`config.mk`:
```
export PLATFORM = sky130hd
export DESIGN_NAME = wd_top
export DESIGN_NICKNAME = d
export VERILOG_FILES = /design/src/hw/wd_pkg.sv /design/src/hw/wd_input_buffer.sv /design/src/hw/wd_combo_gen.sv /design/src/hw/wd_perm_gen.sv /design/src/hw/wd_scorer.sv /design/src/hw/wd_best_keeper.sv /design/src/hw/wd_ctrl.sv /design/src/hw/wd_top.sv
export VERILOG_INCLUDE_DIRS = /design/src /design/src/include
export SDC_FILE = /design/constraint.sdc
export NUM_CORES = 1
export LEC_CHECK = 0
export BUFFER_PORTS_ARGS = -buffer_cell sky130_fd_sc_hd__buf_2
export CAP_MARGIN = 20
export CORE_ASPECT_RATIO = 0.6
export CORE_MARGIN = 2
export CORE_UTILIZATION = 65
export DETAILED_ROUTE_END_ITERATION = 7
export HOLD_SLACK_MARGIN = 0.02
export PLACE_DENSITY_LB_ADDON = 0.05
export SETUP_SLACK_MARGIN = 0.4
export SLEW_MARGIN = 20
export SYNTH_ARGS = -nofsm -noshare
export SYNTH_HDL_FRONTEND = slang
export SYNTH_SLANG_ARGS = --single-unit
```
`constraint.sdc`:
```
create_clock -name clk -period 9.2 [get_ports clk]
set_input_delay 1.84 -clock clk [delete_from_list [all_inputs] [get_ports clk]]
set_output_delay 1.84 -clock clk [all_outputs]
set_load 0.1 [all_outputs]
```
`src/include/wd_params.svh`:
```
// word-guess search engine
// shared counts and widths
`ifndef WD_PARAMS_SVH
`define WD_PARAMS_SVH

// keyboard letters and guess length
`define WD_KEYS      8
`define WD_SLOTS     5

// datapath widths
`define WD_LETTER_W  5
`define WD_WEIGHT_W  4
`define WD_VALUE_W   11
`define WD_COUNT_W   3

`endif

```
`src/hw/wd_pkg.sv`:
```
// word-guess search engine
// common types for letters, weights, values, counts and the controller FSM
`include "wd_params.svh"

package wd_pkg;

    typedef logic [`WD_LETTER_W-1:0] letter_t;
    typedef logic [`WD_WEIGHT_W-1:0] weight_t;
    typedef logic [`WD_VALUE_W-1:0]  value_t;
    typedef logic [`WD_COUNT_W-1:0]  count_t;

    // wide enough to index all keys
    typedef logic [2:0] key_idx_t;

    typedef enum logic [2:0] {
        IDLE,
        LOAD,
        COMBO,
        PERM,
        DRAIN,
        EMIT
    } wd_state_e;

endpackage

```
`src/hw/wd_input_buffer.sv`:
```
// input capture
// stores keys, answer letters, slot weights and the A/B target from 8 beats
`include "wd_params.svh"

module wd_input_buffer import wd_pkg::*; (
    input  logic     clk,
    input  logic     rst_n,
    input  logic     load_en,
    input  key_idx_t beat,
    input  letter_t  keyboard,
    input  letter_t  answer,
    input  weight_t  weight,
    input  count_t   match_target,
    output letter_t  keys    [`WD_KEYS],
    output letter_t  answers [`WD_SLOTS],
    output weight_t  weights [`WD_SLOTS],
    output count_t   target_a,
    output count_t   target_b
);

    // beat k lands on the edge that closes it
    always_ff @(posedge clk) begin
        if (load_en) begin
            keys[beat] <= keyboard;
            if (beat < `WD_SLOTS) begin
                answers[beat] <= answer;
                weights[beat] <= weight;
            end
            // A on beat 0, B on beat 1
            if (beat == key_idx_t'(0)) begin
                target_a <= match_target;
            end
            if (beat == key_idx_t'(1)) begin
                target_b <= match_target;
            end
        end
    end

    // one load burst covers all eight beats without a gap
    a_load_burst: assert property (
        @(posedge clk) disable iff (!rst_n)
        $rose(load_en) |-> load_en [*`WD_KEYS] ##1 !load_en
    );

endmodule

```
`src/hw/wd_combo_gen.sv`:
```
// combination generator
// walks the 5-of-8 key index sets in order and flags the sets passing the pair prefilter
`include "wd_params.svh"

module wd_combo_gen import wd_pkg::*; (
    input  logic    clk,
    input  logic    rst_n,
    input  logic    combo_start,
    input  logic    combo_step,
    input  letter_t keys    [`WD_KEYS],
    input  letter_t answers [`WD_SLOTS],
    input  count_t  target_a,
    input  count_t  target_b,
    output letter_t chosen  [`WD_SLOTS],
    output logic    combo_hit,
    output logic    combo_done
);

    key_idx_t   idx     [`WD_SLOTS];
    key_idx_t   idx_nxt [`WD_SLOTS];
    logic [4:0] pair_cnt;
    int         piv;

    // ========================================================================
    // next index set
    // ========================================================================
    always_comb begin
        idx_nxt = idx;
        piv = `WD_SLOTS;
        // rightmost slot that can still move up
        for (int i = 0; i < `WD_SLOTS; i++) begin
            if (idx[i] != key_idx_t'(`WD_KEYS - `WD_SLOTS + i)) begin
                piv = i;
            end
        end
        for (int j = 0; j < `WD_SLOTS; j++) begin
            if (j >= piv) begin
                idx_nxt[j] = key_idx_t'(int'(idx[piv]) + 1 + j - piv);
            end
        end
    end

    always_ff @(posedge clk or negedge rst_n) begin
        if (!rst_n) begin
            for (int i = 0; i < `WD_SLOTS; i++) begin
                idx[i] <= key_idx_t'(i);
            end
        end else if (combo_start) begin
            for (int i = 0; i < `WD_SLOTS; i++) begin
                idx[i] <= key_idx_t'(i);
            end
        end else if (combo_step) begin
            idx <= idx_nxt;
        end
    end

    // ========================================================================
    // prefilter
    // ========================================================================
    // total letter pairs against the answer equals A+B for every order
    always_comb begin
        pair_cnt = '0;
        for (int i = 0; i < `WD_SLOTS; i++) begin
            chosen[i] = keys[idx[i]];
            for (int j = 0; j < `WD_SLOTS; j++) begin
                pair_cnt = pair_cnt + 5'(chosen[i] == answers[j]);
            end
        end
    end

    assign combo_hit  = (pair_cnt == 5'(target_a) + 5'(target_b));
    // last set is 3..7, the only one starting at 3
    assign combo_done = (idx[0] == key_idx_t'(`WD_KEYS - `WD_SLOTS));

    a_idx_ascending: assert property (
        @(posedge clk) disable iff (!rst_n)
        idx[0] < idx[1] && idx[1] < idx[2] && idx[2] < idx[3] && idx[3] < idx[4]
    );

endmodule

```
`src/hw/wd_perm_gen.sv`:
```
// permutation generator
// presents the 120 slot orders of the latched key set, one guess per cycle
`include "wd_params.svh"

module wd_perm_gen import wd_pkg::*; (
    input  logic    clk,
    input  logic    rst_n,
    input  logic    perm_start,
    input  logic    perm_step,
    input  letter_t chosen [`WD_SLOTS],
    output letter_t guess  [`WD_SLOTS],
    output logic    guess_valid,
    output logic    perm_done
);

    localparam int PERMS = 120;

    letter_t    set_r   [`WD_SLOTS];
    key_idx_t   ord     [`WD_SLOTS];
    key_idx_t   ord_nxt [`WD_SLOTS];
    key_idx_t   swp     [`WD_SLOTS];
    logic [6:0] perm_cnt;
    logic       active;
    int         piv;
    int         sw;

    // next lexicographic order: swap at the pivot, then reverse the tail
    always_comb begin
        piv = 0;
        sw  = 0;
        for (int i = 0; i < `WD_SLOTS - 1; i++) begin
            if (ord[i] < ord[i+1]) begin
                piv = i;
            end
        end
        for (int j = 0; j < `WD_SLOTS; j++) begin
            if (j > piv && ord[j] > ord[piv]) begin
                sw = j;
            end
        end
        swp      = ord;
        swp[piv] = ord[sw];
        swp[sw]  = ord[piv];
        for (int k = 0; k < `WD_SLOTS; k++) begin
            ord_nxt[k] = (k > piv) ? swp[`WD_SLOTS + piv - k] : swp[k];
        end
    end

    always_ff @(posedge clk) begin
        if (perm_start) begin
            set_r <= chosen;
        end
    end

    always_ff @(posedge clk or negedge rst_n) begin
        if (!rst_n) begin
            active   <= 1'b0;
            perm_cnt <= '0;
            for (int i = 0; i < `WD_SLOTS; i++) begin
                ord[i] <= key_idx_t'(i);
            end
        end else if (perm_start) begin
            active   <= 1'b1;
            perm_cnt <= '0;
            for (int i = 0; i < `WD_SLOTS; i++) begin
                ord[i] <= key_idx_t'(i);
            end
        end else if (perm_step && active) begin
            ord      <= ord_nxt;
            perm_cnt <= perm_cnt + 7'd1;
            if (perm_done) begin
                active <= 1'b0;
            end
        end
    end

    always_comb begin
        for (int i = 0; i < `WD_SLOTS; i++) begin
            guess[i] = set_r[ord[i]];
        end
    end

    assign guess_valid = active;
    assign perm_done   = active && (perm_cnt == 7'(PERMS - 1));

endmodule

```
`src/hw/wd_scorer.sv`:
```
// guess scorer
// registers the A/B match flag and the weighted value of each presented guess
`include "wd_params.svh"

module wd_scorer import wd_pkg::*; (
    input  logic    clk,
    input  logic    rst_n,
    input  letter_t guess   [`WD_SLOTS],
    input  logic    guess_valid,
    input  letter_t answers [`WD_SLOTS],
    input  weight_t weights [`WD_SLOTS],
    input  count_t  target_a,
    input  count_t  target_b,
    output logic    score_valid,
    output logic    score_match,
    output value_t  score_value,
    output letter_t score_guess [`WD_SLOTS]
);

    logic [4:0] a_cnt;
    logic [4:0] b_cnt;
    value_t     value;

    always_comb begin
        a_cnt = '0;
        b_cnt = '0;
        value = '0;
        for (int i = 0; i < `WD_SLOTS; i++) begin
            a_cnt = a_cnt + 5'(guess[i] == answers[i]);
            value = value + value_t'(guess[i]) * value_t'(weights[i]);
            // letter in the wrong slot
            for (int j = 0; j < `WD_SLOTS; j++) begin
                if (i != j) begin
                    b_cnt = b_cnt + 5'(guess[j] == answers[i]);
                end
            end
        end
    end

    always_ff @(posedge clk or negedge rst_n) begin
        if (!rst_n) begin
            score_valid <= 1'b0;
        end else begin
            score_valid <= guess_valid;
        end
    end

    always_ff @(posedge clk) begin
        score_match <= (a_cnt == 5'(target_a)) && (b_cnt == 5'(target_b));
        score_value <= value;
        score_guess <= guess;
    end

    a_ab_bound: assert property (
        @(posedge clk) disable iff (!rst_n)
        guess_valid |-> (a_cnt + b_cnt) <= 5
    );

endmodule

```
`src/hw/wd_best_keeper.sv`:
```
// best-guess record
// keeps the highest-valued matching guess, lexicographically smaller on a tie
`include "wd_params.svh"

module wd_best_keeper import wd_pkg::*; (
    input  logic    clk,
    input  logic    rst_n,
    input  logic    clear,
    input  logic    score_valid,
    input  logic    score_match,
    input  value_t  score_value,
    input  letter_t score_guess [`WD_SLOTS],
    output value_t  best_value,
    output letter_t best_guess  [`WD_SLOTS]
);

    logic have;
    logic lex_less;
    logic decided;
    logic take;

    // first differing slot decides, slot 0 first
    always_comb begin
        lex_less = 1'b0;
        decided  = 1'b0;
        for (int i = 0; i < `WD_SLOTS; i++) begin
            if (!decided && score_guess[i] != best_guess[i]) begin
                lex_less = (score_guess[i] < best_guess[i]);
                decided  = 1'b1;
            end
        end
    end

    assign take = score_valid && score_match &&
                  (!have || score_value > best_value ||
                   (score_value == best_value && lex_less));

    always_ff @(posedge clk or negedge rst_n) begin
        if (!rst_n) begin
            have <= 1'b0;
        end else if (clear) begin
            have <= 1'b0;
        end else if (take) begin
            have <= 1'b1;
        end
    end

    // an empty record reads as zero
    always_ff @(posedge clk) begin
        if (clear) begin
            best_value <= '0;
            for (int i = 0; i < `WD_SLOTS; i++) begin
                best_guess[i] <= '0;
            end
        end else if (take) begin
            best_value <= score_value;
            best_guess <= score_guess;
        end
    end

endmodule

```
`src/hw/wd_ctrl.sv`:
```
// search controller
// sequences load, combination and permutation passes, then emits the result beats
`include "wd_params.svh"

module wd_ctrl import wd_pkg::*; (
    input  logic     clk,
    input  logic     rst_n,
    input  logic     in_valid,
    input  logic     combo_hit,
    input  logic     combo_done,
    input  logic     perm_done,
    input  value_t   best_value,
    input  letter_t  best_guess [`WD_SLOTS],
    output logic     load_en,
    output key_idx_t beat,
    output logic     combo_start,
    output logic     combo_step,
    output logic     perm_start,
    output logic     perm_step,
    output logic     clear,
    output logic     out_valid,
    output letter_t  result,
    output value_t   out_value
);

    wd_state_e state;
    wd_state_e state_nxt;
    key_idx_t  cnt;
    key_idx_t  cnt_nxt;

    // ========================================================================
    // FSM
    // ========================================================================
    always_comb begin
        state_nxt = state;
        cnt_nxt   = cnt + key_idx_t'(1);
        case (state)
            IDLE: begin
                cnt_nxt = '0;
                if (in_valid) begin
                    state_nxt = LOAD;
                    cnt_nxt   = key_idx_t'(1);
                end
            end
            LOAD: begin
                if (cnt == key_idx_t'(`WD_KEYS - 1)) begin
                    state_nxt = COMBO;
                end
            end
            COMBO: begin
                cnt_nxt = '0;
                if (combo_hit) begin
                    state_nxt = PERM;
                end else if (combo_done) begin
                    state_nxt = EMIT;
                end
            end
            PERM: begin
                cnt_nxt = '0;
                if (perm_done) begin
                    state_nxt = DRAIN;
                end
            end
            // two cycles for the scorer and keeper to settle
            DRAIN: begin
                if (cnt == key_idx_t'(1)) begin
                    state_nxt = combo_done ? EMIT : COMBO;
                    cnt_nxt   = '0;
                end
            end
            EMIT: begin
                if (cnt == key_idx_t'(`WD_SLOTS - 1)) begin
                    state_nxt = IDLE;
                    cnt_nxt   = '0;
                end
            end
            default: begin
                state_nxt = IDLE;
            end
        endcase
    end

    always_ff @(posedge clk or negedge rst_n) begin
        if (!rst_n) begin
            state <= IDLE;
            cnt   <= '0;
        end else begin
            state <= state_nxt;
            cnt   <= cnt_nxt;
        end
    end

    assign load_en     = (state == IDLE && in_valid) || state == LOAD;
    assign beat        = cnt;
    assign combo_start = (state == LOAD) && (cnt == key_idx_t'(`WD_KEYS - 1));
    assign clear       = combo_start;
    assign perm_start  = (state == COMBO) && combo_hit;
    assign perm_step   = (state == PERM);
    assign combo_step  = (state == COMBO && !combo_hit && !combo_done) ||
                         (state == DRAIN && cnt == key_idx_t'(1) && !combo_done);

    // ========================================================================
    // output beats
    // ========================================================================
    always_ff @(posedge clk or negedge rst_n) begin
        if (!rst_n) begin
            out_valid <= 1'b0;
            result    <= '0;
            out_value <= '0;
        end else if (state == EMIT) begin
            out_valid <= 1'b1;
            result    <= best_guess[cnt];
            out_value <= best_value;
        end else begin
            out_valid <= 1'b0;
            result    <= '0;
            out_value <= '0;
        end
    end

    a_out_beats: assert property (
        @(posedge clk) disable iff (!rst_n)
        $rose(out_valid) |-> out_valid [*`WD_SLOTS] ##1 !out_valid
    );

endmodule

```
`src/hw/wd_top.sv`:
```
// word-guess search engine, top level
// loads keys, answer, weights and target, then reports the best matching guess
`include "wd_params.svh"

module wd_top (
    input  logic                    clk,
    input  logic                    rst_n,
    input  logic                    in_valid,
    input  logic [`WD_LETTER_W-1:0] keyboard,
    input  logic [`WD_LETTER_W-1:0] answer,
    input  logic [`WD_WEIGHT_W-1:0] weight,
    input  logic [`WD_COUNT_W-1:0]  match_target,
    output logic                    out_valid,
    output logic [`WD_LETTER_W-1:0] result,
    output logic [`WD_VALUE_W-1:0]  out_value
);

    // control
    logic                   load_en;
    logic [2:0]             beat;
    logic                   combo_start;
    logic                   combo_step;
    logic                   combo_hit;
    logic                   combo_done;
    logic                   perm_start;
    logic                   perm_step;
    logic                   perm_done;
    logic                   clear;
    logic                   guess_valid;
    logic                   score_valid;
    logic                   score_match;

    // loaded case data
    logic [`WD_LETTER_W-1:0] keys        [`WD_KEYS];
    logic [`WD_LETTER_W-1:0] answers     [`WD_SLOTS];
    logic [`WD_WEIGHT_W-1:0] weights     [`WD_SLOTS];
    logic [`WD_COUNT_W-1:0]  target_a;
    logic [`WD_COUNT_W-1:0]  target_b;

    // search datapath
    logic [`WD_LETTER_W-1:0] chosen      [`WD_SLOTS];
    logic [`WD_LETTER_W-1:0] guess       [`WD_SLOTS];
    logic [`WD_LETTER_W-1:0] score_guess [`WD_SLOTS];
    logic [`WD_LETTER_W-1:0] best_guess  [`WD_SLOTS];
    logic [`WD_VALUE_W-1:0]  score_value;
    logic [`WD_VALUE_W-1:0]  best_value;

    wd_input_buffer u_input_buffer (
        .clk, .rst_n, .load_en, .beat, .keyboard, .answer, .weight, .match_target,
        .keys, .answers, .weights, .target_a, .target_b
    );

    wd_combo_gen u_combo_gen (
        .clk, .rst_n, .combo_start, .combo_step, .keys, .answers, .target_a, .target_b,
        .chosen, .combo_hit, .combo_done
    );

    wd_perm_gen u_perm_gen (
        .clk, .rst_n, .perm_start, .perm_step, .chosen, .guess, .guess_valid, .perm_done
    );

    wd_scorer u_scorer (
        .clk, .rst_n, .guess, .guess_valid, .answers, .weights, .target_a, .target_b,
        .score_valid, .score_match, .score_value, .score_guess
    );

    wd_best_keeper u_best_keeper (
        .clk, .rst_n, .clear, .score_valid, .score_match, .score_value, .score_guess,
        .best_value, .best_guess
    );

    wd_ctrl u_ctrl (
        .clk, .rst_n, .in_valid, .combo_hit, .combo_done, .perm_done, .best_value,
        .best_guess, .load_en, .beat, .combo_start, .combo_step, .perm_start,
        .perm_step, .clear, .out_valid, .result, .out_value
    );

endmodule

```
## Word level (Yosys, flattened, before mapping)

Cells that the tools add are included.

| operators by class | value |
|---|---|
| $add $sub $neg | 69 |
| multiply operators | 5 |
| order comparisons | 46 |
| equal/unequal tests | 80 |
| multiplexer cells | 128 |
| bitwise operators | 19 |
| reductions and logical operators | 57 |

Operators by type and width:

| operator | count |
|---|---|
| $ge 32x4->1 const B | 8 |
| $eq 5x5->1 | 51 |
| $not 32->32 | 7 |
| $add 5x1->5 | 44 |
| $mux 32 | 6 |
| $bmux 5 s3 | 11 |
| $mux 3 | 40 |
| $mux 5 | 24 |
| $bmux 3 s3 | 8 |
| $ge 3x32->1 const A | 2 |
| $gt 3x32->1 const A | 2 |
| $lt 32x1->1 const B | 2 |
| $sub 32x3->32 const B | 2 |
| $mux 15 | 4 |
| $mul 5x4->9 | 5 |
| $ge 4x4->1 const B | 11 |
| $not 3->4 | 11 |
| $bwmux 40 | 1 |
| $add 11x9->11 | 3 |
| $add 4x32->32 const A | 1 |
| $ge 1x32->1 const A | 1 |
| $ge 2x32->1 const A | 1 |
| $ge 4x32->1 const A | 1 |
| $gt 1x32->1 const A | 1 |
| 52 further kinds | 157 |

| word-level totals | value |
|---|---|
| register bits after elaboration | 252 |
| input bits | 20 |
| output and inout bits | 17 |
| logic and storage cells | 461 |

## Longest topological paths before layout

| depth | value |
|---|---|
| word-level depth | 36 |
| depth in mapped cells | 32 |
| mapped depth without buffers | 31 |

## Modules after synthesis

A second synthesis with hierarchy kept.

| second synthesis, totals | value |
|---|---|
| cell total of the unflattened synthesis | 2,182 |
| area total of the unflattened synthesis | 22,506.6 um^2 |

By module, submodules not included:

| module | times used | cells each | area each (um^2) | sequential area each (um^2) |
|---|---|---|---|---|
| wd_scorer | 1 | 699 | 6,373.6 | 765.7 |
| wd_combo_gen | 1 | 511 | 5,127.4 | 381.6 |
| wd_perm_gen | 1 | 441 | 3,982.6 | 1,332.5 |
| wd_input_buffer | 1 | 110 | 2,960.3 | 2,732.6 |
| wd_best_keeper | 1 | 304 | 2,738.9 | 745.7 |
| wd_ctrl | 1 | 117 | 1,323.8 | 575.6 |

## Worst setup path after synthesis

No wires, ideal clock.

| timing path | value |
|---|---|
| kind | register to register |
| start | register u_perm_gen.ord[9] (netlist name) |
| end | register u_scorer.score_value[10] |
| setup time | 72 ps |
| arrival | 8,271 ps |
| required time | 9,128 ps |
| path slack | 857 ps |
| stages on the path, launching flop included | 33 |
| path buffers | 1 |
| period minus slack after synthesis | 8,343 ps |
| cells stage by stage | dfstp_2 > buf_2 > mux4_2 > nor2b_1 > a31oi_2 > nor2b_1 > fa_1 > inv_1 > fa_1 > inv_1 > fa_1 > inv_1 > fa_1 > inv_1 > ha_1 > a21o_1 > a21oi_1 > xnor2_1 > fa_1 > inv_1 > fa_1 > inv_1 > fa_1 > fa_1 > inv_1 > ha_1 > o21ai_0 > a21boi_0 > o21a_1 > o21ai_0 > nand2b_1 > a21oi_1 > xor2_1 |

| between the ends | value |
|---|---|
| word-level cells in the longest chain between the ends | 9 |

RTL lines:

| element | RTL line | source |
|---|---|---|
| start: declaration | wd_perm_gen.sv:19 | `` key_idx_t ord [`WD_SLOTS]; `` |
| start signal: indexed assignment | wd_perm_gen.sv:60 | `ord[i] <= key_idx_t'(i);` |
| start signal: indexed assignment | wd_perm_gen.sv:66 | `ord[i] <= key_idx_t'(i);` |
| start signal: assignment | wd_perm_gen.sv:69 | `ord <= ord_nxt;` |
| $not 3->4 (not written as such) | wd_perm_gen.sv:79 | `guess[i] = set_r[ord[i]];` |
| $bmux 5 s3 | wd_perm_gen.sv:79 |  |
| $mux 5 (not written as such) (2 in series) | wd_perm_gen.sv:79 |  |
| $mul 5x4->9 | wd_scorer.sv:30 | `value = value + value_t'(guess[i]) * value_t'(weights[i]);` |
| $add 9x9->10 | wd_scorer.sv:30 |  |
| $add 11x9->11 (3 in series) | wd_scorer.sv:30 |  |
| named net u_scorer.value[10] | wd_scorer.sv:22 | `value_t value;` |
| end signal: assignment | wd_scorer.sv:50 | `score_value <= value;` |
| end: declaration | wd_scorer.sv:16 | `output value_t score_value,` |

The timed path passes the listed nets, and every way through them passes these cells. The select of a mux whose other input is x is not followed.
A chain may end at the register's enable or synchronous reset.

==> out/summary.log <==
qor: setup_path.critical_path.max_fanout 6
qor: cells_and_area.num-fill-cells 2409
qor: detailed_routing.route.layer.met1.wl 28700 um
qor: detailed_routing.final_antenna_net_count 0
qor: synthesis.synth.avg_cell_area 10.1 um2
qor: grt.grt_first_pass_wirelength 97300 um
qor: synthesis.synth-warning-count 0
qor: detailed_routing.dr_wl_met2 23900 um
qor: grt.grt_antenna_before_repair 2
qor: setup_path.crit_top_cell sky130_fd_sc_hd__fa_1
qor: synthesis.async_flop_share 0.250
qor: timing.setup_viol 0
qor: timing.rsz0062_at_grt true
qor: timing.setup_total_negative_slack 0 ns
qor: timing.slew_violations 0
qor: setup_path.r2r_start u_perm_gen.ord[9]$_DFFE_PN1P_
qor: timing.fin_skew 0.0251 ns
qor: setup_path.crit_path_buffers_inverters 7
qor: setup_path.criticalPathCategory reg2reg
qor: cts.clk_pin_slew_worst_paths 0.07 ns
qor: synthesis.ffs_latches_synth 252
qor: setup_path.critical_path.slowest_cell sky130_fd_sc_hd__dfstp_4
qor: grt.via_count_of_the_first_global_routing_pass 15700
qor: setup_path.worstPathRequired 9.68 ns
qor: grt.grt.overflow.total 0
qor: cts.worstSkewPairLatency 0.56 ns
qor: cts.clock_tree_from_tritoncts yes
qor: synthesis.synth_cell_type_count 89
qor: floorplanning.fp.dieArea 34600 um2
qor: cts.cts_hold_repair.buffers 0
qor: cts.ctsHtreeMaxLevel 1
qor: timing.worstMarginPinSlew 1.07 ns
qor: cts.cts_sinks 252
qor: cells_and_area.layout.nets 2423
qor: timing.fmax 119 MHz
qor: synthesis.postSynthCellCount 2132
qor: place.finalWeightedCongestion 1.01
qor: synthesis.yosysSeqAreaShare 0.304
qor: setup_path.worstRegToRegCells 31
qor: run.cap_viol_max_count 0
qor: floorplanning.core_area 32500 um2
qor: timing.max_slew_margin 0.281
qor: detailed_routing.first_pass_iters 7
qor: cells_and_area.final-seq-area 6540 um2
qor: floorplanning.boundaryPins 37
qor: setup_path.worstReg2RegEnd u_scorer.score_value[10]$_DFF_P_
qor: setup_path.end_kind flop
qor: setup_path.critPathArrivalTime 8.91 ns
qor: place.port_buffers 36
qor: cells_and_area.area_of_the_multi_input_gates 13500 um2
qor: grt.pin_count_of_the_biggest_net_entering_global_routing 64
qor: setup_path.timing.critical_path.slowest_cell_delay 0.68 ns
qor: synthesis.netlist_area 21500 um2
qor: setup_path.worst_path_dominant_cell_family adder cells
qor: cells_and_area.final_layout_size_suffix_gt1_frac 0.116
qor: timing.final-hold-violation-count 0
qor: setup_path.timing.critical_path.to u_scorer.score_value[10]$_DFF_P_
qor: setup_path.timing.critical_path.from u_perm_gen.ord[9]$_DFFE_PN1P_
qor: detailed_routing.topRoutingLayerUsed met5
qor: timing.post_layout_minimum_cycle_time 8.43 ns
qor: floorplanning.floorplan.die.height 145 um
qor: cts.cts.root.buffer_cell sky130_fd_sc_hd__clkbuf_16
qor: cts.cts.path.max_buffers 3
qor: worst_hold_path.class_of_the_tightest_hold_or_removal_check reg2reg
qor: floorplanning.num_rows 51
qor: outcome.run_status finished, final reports clean
qor: cells_and_area.syn_to_final_growth 7.11%
qor: detailed_routing.drt-vias-per-instance 6.51
qor: grt.globalRouteTotalUtil 0.380
qor: detailed_routing.drt_drc_violations_left 0
qor: setup_path.r2r_slack 0.77 ns
qor: synthesis.synth-edff-count 116
qor: synthesis.synth.net_count 2404
qor: floorplanning.initial_core_util 0.661
qor: detailed_routing.route.met3.wl 10500 um
qor: detailed_routing.post_drt_wl_per_cell 24.9 um
qor: floorplanning.die_extent_in_x 239 um
qor: setup_path.type_of_element_launching_the_critical_path flop
qor: detailed_routing.initialDrtViolationCount 2431
qor: timing.min_period_over_period 0.917
qor: synthesis.synth_top_flop_cell sky130_fd_sc_hd__edfxtp_1
qor: cts.cts_inserted_buffers 24
qor: detailed_routing.vias 16900
qor: detailed_routing.postRouteWirelength 64500 um
qor: place.hpwlAfterDp 48800 um
qor: setup_path.crit_path_cell_count 31
==> worst min-delay path: cells and delay by family (launching register included) <==
kind / cells / cell delay [ns]
buffers and inverters: 1 / 0.08
and+or+nand+nor: 1 / 0.05
DFF: 1 / 0.30
==> state kept, by name, indices dropped and copies added, names as in the netlist, 15 cells and up <==
signal and flops:
u_best_keeper.best_guess 25, u_combo_gen.idx 15, u_input_buffer.answers 25, u_input_buffer.keys 40, u_input_buffer.weights 20, u_perm_gen.ord 15
u_perm_gen.set_r 25, u_scorer.score_guess 25
==> worst min path at each step <==
stage / start / end / slack, ns / cells after the start
after floorplan: u_perm_gen.guess_valid$_DFFE_PN0P_ / u_scorer.score_valid$_DFF_PN0_ / 0.42 / 0
after global placement: u_scorer.score_guess[0]$_DFF_P_ / u_best_keeper.best_guess[0]$_SDFFE_PP0P_ / 0.45 / 2
after detailed placement: u_scorer.score_guess[0]$_DFF_P_ / u_best_keeper.best_guess[0]$_SDFFE_PP0P_ / 0.46 / 2
after CTS: u_best_keeper.best_value[9]$_SDFFE_PP0P_ / u_ctrl.out_value[9]$_DFF_PN0_ / 0.47 / 2
after global routing: u_best_keeper.best_guess[5]$_SDFFE_PP0P_ / u_best_keeper.best_guess[5]$_SDFFE_PP0P_ / 0.50 / 2
final: u_best_keeper.best_value[3]$_SDFFE_PP0P_ / u_ctrl.out_value[3]$_DFF_PN0_ / 0.47 / 2
==> timing repair <==
| action | 4_1_cts | 5_1_grt |
|---|---|---|
| setup endpoints to repair | 0 | 4 |
| resized for setup | 0 | 5 |
| setup buffers | 0 | 2 |
==> routing by layer <==
layer	global-route usage	vias up
met2	0.478	1230
met4	0.0780	4
met3	0.137	142
met5	0	-
li1	-	7371
met1	0.608	8141
==> logic make-up (layout without fill, tap and decap cells) <==
family / count (synthesis) / in the layout / share of synthesized area
simple gates: 516 / 516 / 0.122
other cells: 0 / 1 / 0
flops: 252 / 252 / 0.304
compound gates: 318 / 318 / 0.100
fa+ha+maj: 252 / 252 / 0.186
xor+xnor: 284 / 284 / 0.118
mux: 139 / 139 / 0.102
buf+inv: 371 / 408 / 0.0682
==> cells in the final DEF (no fill, tap or decap), drive strengths merged, types with 4 or more instances in the layout <==
cell type and instances:
edfxtp 116, a21oi 65, nor3 68, clkinv 14, mux4 63, xnor2 166
o22ai 7, fa 111, nand4 10, clkbuf 30, inv 272, dfrtp 53
nand2 115, a211o 6, buf 89, dfxtp 73, o21ai 98, nor2 76
and2 44, xor2 115, o31ai 35, and3 15, a211oi 8, nor2b 49
o211ai 12, nand3 105, dfstp 10, nand2b 15, a221oi 8, mux2i 69
ha 141, mux2 7, a21o 13, o221ai 5, o21bai 4, a31oi 11
o21a 11
==> metrics by stage <==
step / cells / setup slack, ns / utilization / hold WS (ns) / area, um2
5_1_grt: 2593 / 0.352 / 0.708 / 0.496 / 23000
3_3_place_gp: 2545 / 0.763 / 0.682 / 0.450 / 22200
4_1_cts: 2590 / 0.567 / 0.707 / 0.470 / 23000
2_1_floorplan: 2132 / 0.857 / - / 0.421 / 21500
3_5_place_dp: 2546 / 0.643 / 0.682 / 0.457 / 22200
6_report: 2594 / 0.767 / 0.708 / 0.466 / 23000
==> synth_stat cells, drive strengths merged, types with 44 or more instances <==
library cell  number  area, um2
xor2             115       1010
edfxtp           116       3480
xnor2            166       1450
buf               61        300
ha               141       1760
fa               111       2220
inv              267       1000
nor2              76        288
dfrtp             53       1330
dfxtp             73       1460
nand2            115        432
nor3              68        352
a21oi             65        344
nand3            105        538
o21ai             98        517
mux4              63       1420
mux2i             69        691
nor2b             49        324
and2              44        275
==> final cells by class <==
class / count / area share
Sequential cell: 252 / 0.284
Tap cell: 424 / 0.0231
Multi-Input combinational cell: 1509 / 0.588
Inverter: 274 / 0.0447
Clock inverter: 15 / 0.00680
Antenna cell: 1 / 0.000109
Timing Repair Buffer: 90 / 0.0256
Clock buffer: 29 / 0.0278
Power is not shown: default switching activity piles up to over one toggle a cycle in this logic, so the estimate is an artifact.
